File: src/rtl/noc_router_pkg.sv
`default_nettype none

package noc_router_pkg;

    // ======================================================================
    // sizes
    // ======================================================================
    localparam int NUM_PORTS = 5;
    localparam int PORT_W = 3;
    localparam int NUM_VCS = 2;
    localparam int VC_W = 1;
    localparam int FIFO_DEPTH = 8;
    localparam int PTR_W = $clog2(FIFO_DEPTH);
    localparam int COUNT_W = $clog2(FIFO_DEPTH + 1);
    localparam int PKT_LEN_W = 8;
    localparam int ROUTER_FIFO_THIRDS_RD = 3 * FIFO_DEPTH / 4;
    localparam int FLIT_W = 32;
    localparam int STATE_W = 3;

    localparam logic [2:0] ROUTER_X = 3'd2;
    localparam logic [2:0] ROUTER_Y = 3'd2;

    localparam logic [PORT_W-1:0] PORT_LOCAL = 3'd0;
    localparam logic [PORT_W-1:0] PORT_EAST = 3'd1;
    localparam logic [PORT_W-1:0] PORT_WEST = 3'd2;
    localparam logic [PORT_W-1:0] PORT_NORTH = 3'd3;
    localparam logic [PORT_W-1:0] PORT_SOUTH = 3'd4;

    localparam logic [1:0] FLIT_HEAD = 2'b01;
    localparam logic [1:0] FLIT_BODY = 2'b10;

    // input state table steps
    localparam logic [STATE_W-1:0] ST_IDLE = 3'd0;
    localparam logic [STATE_W-1:0] ST_ROUTING = 3'd1;
    localparam logic [STATE_W-1:0] ST_VC_ALLOC = 3'd2;
    localparam logic [STATE_W-1:0] ST_SW_ALLOC = 3'd3;
    localparam logic [STATE_W-1:0] ST_ACTIVE = 3'd4;

    // ======================================================================
    // flit views
    // ======================================================================
    typedef struct packed {
        logic [1:0]           kind;
        logic [2:0]           dest_x;
        logic [2:0]           dest_y;
        logic [PKT_LEN_W-1:0] length;  // flits, head included.
        logic [FLIT_W-17:0]   spare;
    } head_flit_t;

    typedef struct packed {
        logic [1:0]        kind;
        logic [FLIT_W-3:0] payload;
    } body_flit_t;

    typedef union packed {
        head_flit_t head;
        body_flit_t body;
    } flit_u;

    // ======================================================================
    // helpers
    // ======================================================================
    function automatic logic [PORT_W-1:0] xy_route(
        input logic [2:0] dest_x,
        input logic [2:0] dest_y
    );
        if (dest_x > ROUTER_X) begin
            return PORT_EAST;
        end else if (dest_x < ROUTER_X) begin
            return PORT_WEST;
        end else if (dest_y > ROUTER_Y) begin
            return PORT_NORTH;
        end else if (dest_y < ROUTER_Y) begin
            return PORT_SOUTH;
        end
        return PORT_LOCAL;
    endfunction

    function automatic logic [PKT_LEN_W-1:0] packet_length(input flit_u flit);
        return flit.head.length;
    endfunction

    // first requester at or after ptr, wrapping.
    function automatic logic [PORT_W-1:0] rr_pick(
        input logic [NUM_PORTS-1:0] req,
        input logic [PORT_W-1:0]    ptr
    );
        logic [PORT_W-1:0] pick;
        logic [PORT_W-1:0] idx;
        pick = ptr;
        for (int k = NUM_PORTS - 1; k >= 0; k--) begin
            idx = PORT_W'((int'(ptr) + k) % NUM_PORTS);
            if (req[idx]) begin
                pick = idx;
            end
        end
        return pick;
    endfunction

    function automatic logic [PORT_W-1:0] next_port(input logic [PORT_W-1:0] p);
        return (p == PORT_W'(NUM_PORTS - 1)) ? '0 : p + 1'b1;
    endfunction

endpackage

`default_nettype wire

File: src/rtl/route_compute.sv
`timescale 1ns/1ps
`default_nettype none

module route_compute
    import noc_router_pkg::*;
(
    input  wire logic                  CLK,
    input  wire logic                  nRST,
    input  wire logic  [NUM_PORTS-1:0] req_routing,
    input  wire flit_u [NUM_PORTS-1:0] head_flit,
    output logic       [NUM_PORTS-1:0] routing_granted,
    output logic       [PORT_W-1:0]    routing_outport
);

    logic [NUM_PORTS-1:0] eligible;
    logic [PORT_W-1:0]    rr_ptr;
    logic [PORT_W-1:0]    pick;

    // an input still sees its grant pulse for a cycle.
    assign eligible = req_routing & ~routing_granted;
    assign pick = rr_pick(eligible, rr_ptr);

    always_ff @(posedge CLK, negedge nRST) begin
        if (!nRST) begin
            rr_ptr <= '0;
            routing_granted <= '0;
        end else begin
            routing_granted <= '0;
            if (|eligible) begin
                routing_granted[pick] <= 1'b1;
                rr_ptr <= next_port(pick);
            end
        end
    end

    always_ff @(posedge CLK) begin
        if (|eligible) begin
            routing_outport <= xy_route(head_flit[pick].head.dest_x,
                                        head_flit[pick].head.dest_y);
        end
    end

endmodule

`default_nettype wire

File: config.mk
export PLATFORM = sky130hd
export DESIGN_NAME = route_compute
export DESIGN_NICKNAME = d
export VERILOG_FILES = /design/src/rtl/noc_router_pkg.sv /design/src/rtl/route_compute.sv
export SDC_FILE = /design/constraint.sdc
export NUM_CORES = 1
export LEC_CHECK = 0
export ABC_AREA = 1
export BUFFER_PORTS_ARGS = -buffer_cell sky130_fd_sc_hd__buf_4
export CAP_MARGIN = 20
export CORE_MARGIN = 1.5
export CORE_UTILIZATION = 38
export CTS_BUF_LIST = sky130_fd_sc_hd__clkbuf_8
export DETAILED_ROUTE_END_ITERATION = 16
export PLACE_DENSITY = 0.87
export SLEW_MARGIN = 20
export SYNTH_ARGS = -nofsm -noshare
export SYNTH_HDL_FRONTEND = slang
export SYNTH_SLANG_ARGS = --single-unit
File: constraint.sdc
create_clock -name CLK -period 7.3 [get_ports CLK]
set_input_delay 1.46 -clock CLK [delete_from_list [all_inputs] [get_ports CLK]]
set_output_delay 1.46 -clock CLK [all_outputs]
set_load 0.02 [all_outputs]
==> flow_summary.yaml <==
status:
  status: "finished, final reports clean"
critical_path:
  crit_family: "simple AND/OR/NAND/NOR gates"
  critPathRequiredTime_ns: 7.29
  startpoint_type: "flop"
  slowest_delay_ns: 0.79
  path_depth: 30
  reg2reg_from: "rr_ptr[0]"
  ff2ff_path_depth: 30
  crit_path_frequent_cell: "nand2_1"
  crit_fanout: 25
  end_kind: "flop"
  crit_path_top_delay_cell: "dfrtp_1"
  rr_endpoint: "routing_outport[2]"
  worstSetupEndpoint: "routing_outport[2]"
  crit_start: "rr_ptr[0]"
  path_class: "reg -> reg"
  crit_arrival_ns: 4.79
  path_buf_inv: 3
  r2r_setup_slack_ns: 2.50
drt:
  drt_first_pass_iters: 5
  drt_iter0_drc: 135
  antenna_left: 0
  finalWirelength_um: 5670
  wl_per_cell_um: 11.2
  drc: 0
  num_vias: 2586
  viasPerCell: 5.09
timing:
  slew_viol_final: 0
  rsz0062_at_grt: "no"
  worst_pin_slew_ns: 0.704
  finalHoldViolCount: 0
  period_share_pct: 65.7
  fin_skew_ns: 0.00305
  slew_headroom_pct: 53.1
  finalWorstSetupSlack_ns: 2.50
  fin_crit_ns: 4.80
  max_freq_ghz: 0.208
  holdWs_ns: 0.822
  setup_tns_ns: 0
  finalSetupViolCount: 0
global_route:
  grt_pass1_vias: 2275
  grt_first_pass_wirelength_um: 9260
  met2_usage_pct: 32.5
  antenna_found_initial: 0
  grt_util_met3_pct: 1.11
  top_usage_layer: "met2"
  grt-ovfl-total: 0
  grt_max_degree: 26
  use_met1_pct: 20.6
  grt_use_total_pct: 16.9
synth:
  ys.flop_type: "dfrtp_1"
  yosys.area.top_type_share_pct: 17.0
  syn_inst: 390
  yosys.area.top_type: "nand2_1"
  yosys_warnings: 0
  synth.most_common_cell: "nand2_1"
  netlist_area_sq_um: 2350
  avgSynthCellArea_sq_um: 6.02
  synth-seq-cells: 11
  synth_enable_flop_cells: 3
  synthArstFlopShare_pct: 72.7
  yosysSeqAreaShare_pct: 12.4
  synth.distinct_cells: 36
  synth_common_cells: "nand2_1, nand3_1, inv_1, nor2_1, ha_1"
  syn-num-nets: 577
  synth.area.top_cells: "nand2_1, nand3_1, ha_1"
die:
  dieArea_sq_um: 6660
  die_w_um: 81.6
  die_h_um: 81.6
  rows: 28
  core_area_sq_um: 5960
  initial_core_util_pct: 39.4
  pin_count: 175
clock_network:
  post_cts_buffers: 0
  cts_tree: "yes"
  cts_hold_buf: 0
  clockBufferDepth: 2
  root_buffer: "clkbuf_8"
  cts.sinks: 11
  cts_buffers: 3
  clock_latency_ns: 0.24
  cts_resized: 0
  path_clk_slew_ns: 0.05
  ctsHtreeMaxLevel: 1
job:
  maxCapViolCount: 0
layout:
  area_growth_pct: 17.9
  fillers: 579
  layout-drive-gt1-share_pct: 24.2
  nNetsFinal: 621
  antenna_cells: 0
place:
  port_buffers: 44
  place.gp.congestion: 0.893
  hpwl_um: 4530
  pre_cts_slack_ns: 2.54
min_path:
  hold_class: "reg -> reg"
==> logic make-up after synthesis <==
logic type,Yosys count,synth area share (%)
and+or+nand+nor,257,55.6
buffers and inverters,73,13.0
AOI/OAI and AO/OA,23,5.81
adders and majority gates,20,10.7
DFF,11,12.4
xor gates and xnor gates,6,2.56
==> stage by stage <==
step                      std cells  cell area (sq um)  util, %
after CTS                       508               2770     46.4
after floorplan                 390               2350        -
final                           508               2770     46.4
after global placement          504               2720     45.7
after detailed placement        504               2720     45.7
after global routing            508               2770     46.4
==> sequential cells by signal, indices dropped and copies added, names as in the netlist <==
| name | flops |
|---|---|
| routing_granted | 5 |
| routing_outport | 3 |
| rr_ptr | 3 |
==> layout make-up <==
cell class / instances / area (sq um) / share of cell area, %
well taps: 75 / 93.8 / 3.39
flip-flops and latches: 11 / 290 / 10.5
inverters: 68 / 255 / 9.23
multi-input cells: 306 / 1750 / 63.3
repair buffers: 44 / 330 / 11.9
clock inverters: 1 / 3.75 / 0.136
clock buffers: 3 / 41.3 / 1.49
==> per-layer routing <==
metal	part of all wire, %	vias to the layer above
met5	0	-
met4	0.11	0
met1	43	1177
met3	4.6	2
met2	52	85
li1	-	1322
==> tightest hold or removal path, delay by kind of cell (launching register included) <==
kind,cells,cell delay (ns)
DFF,1,0.49
buffers and inverters,1,0.15
AOI/OAI and AO/OA,1,0.12
==> cells in the final DEF (no fill, tap or decap), types with 3 or more instances in the layout <==
cell type,synthesis,routed
o211ai_1,3,3
buf_4,1,44
o21ai_1,4,4
nand3_2,7,7
nor2_1,30,30
xor2_1,3,3
inv_1,55,56
inv_2,11,11
ha_1,20,20
a21oi_2,3,3
clkbuf_8,0,3
dfrtp_1,8,8
nand2_1,106,106
a21oi_1,3,3
nand2_4,8,8
edfxtp_1,3,3
nand3b_1,6,6
nand2_2,17,17
nand3_1,64,64
o21ai_0,9,9
nor2_2,5,5
==> worst min path at each step <==
stage	startpoint	to	slack (ns)	depth (start not counted)
floorplan	rr_ptr[2]	rr_ptr[2]	0.68	2
global placement	rr_ptr[2]	rr_ptr[2]	0.78	2
detailed placement	rr_ptr[2]	rr_ptr[2]	0.83	2
CTS	rr_ptr[2]	rr_ptr[2]	0.84	2
global route	rr_ptr[2]	rr_ptr[2]	0.88	2
finish	rr_ptr[2]	rr_ptr[2]	0.82	2
Power is not shown: default switching activity piles up to over one toggle a cycle in this logic, so the estimate is an artifact.
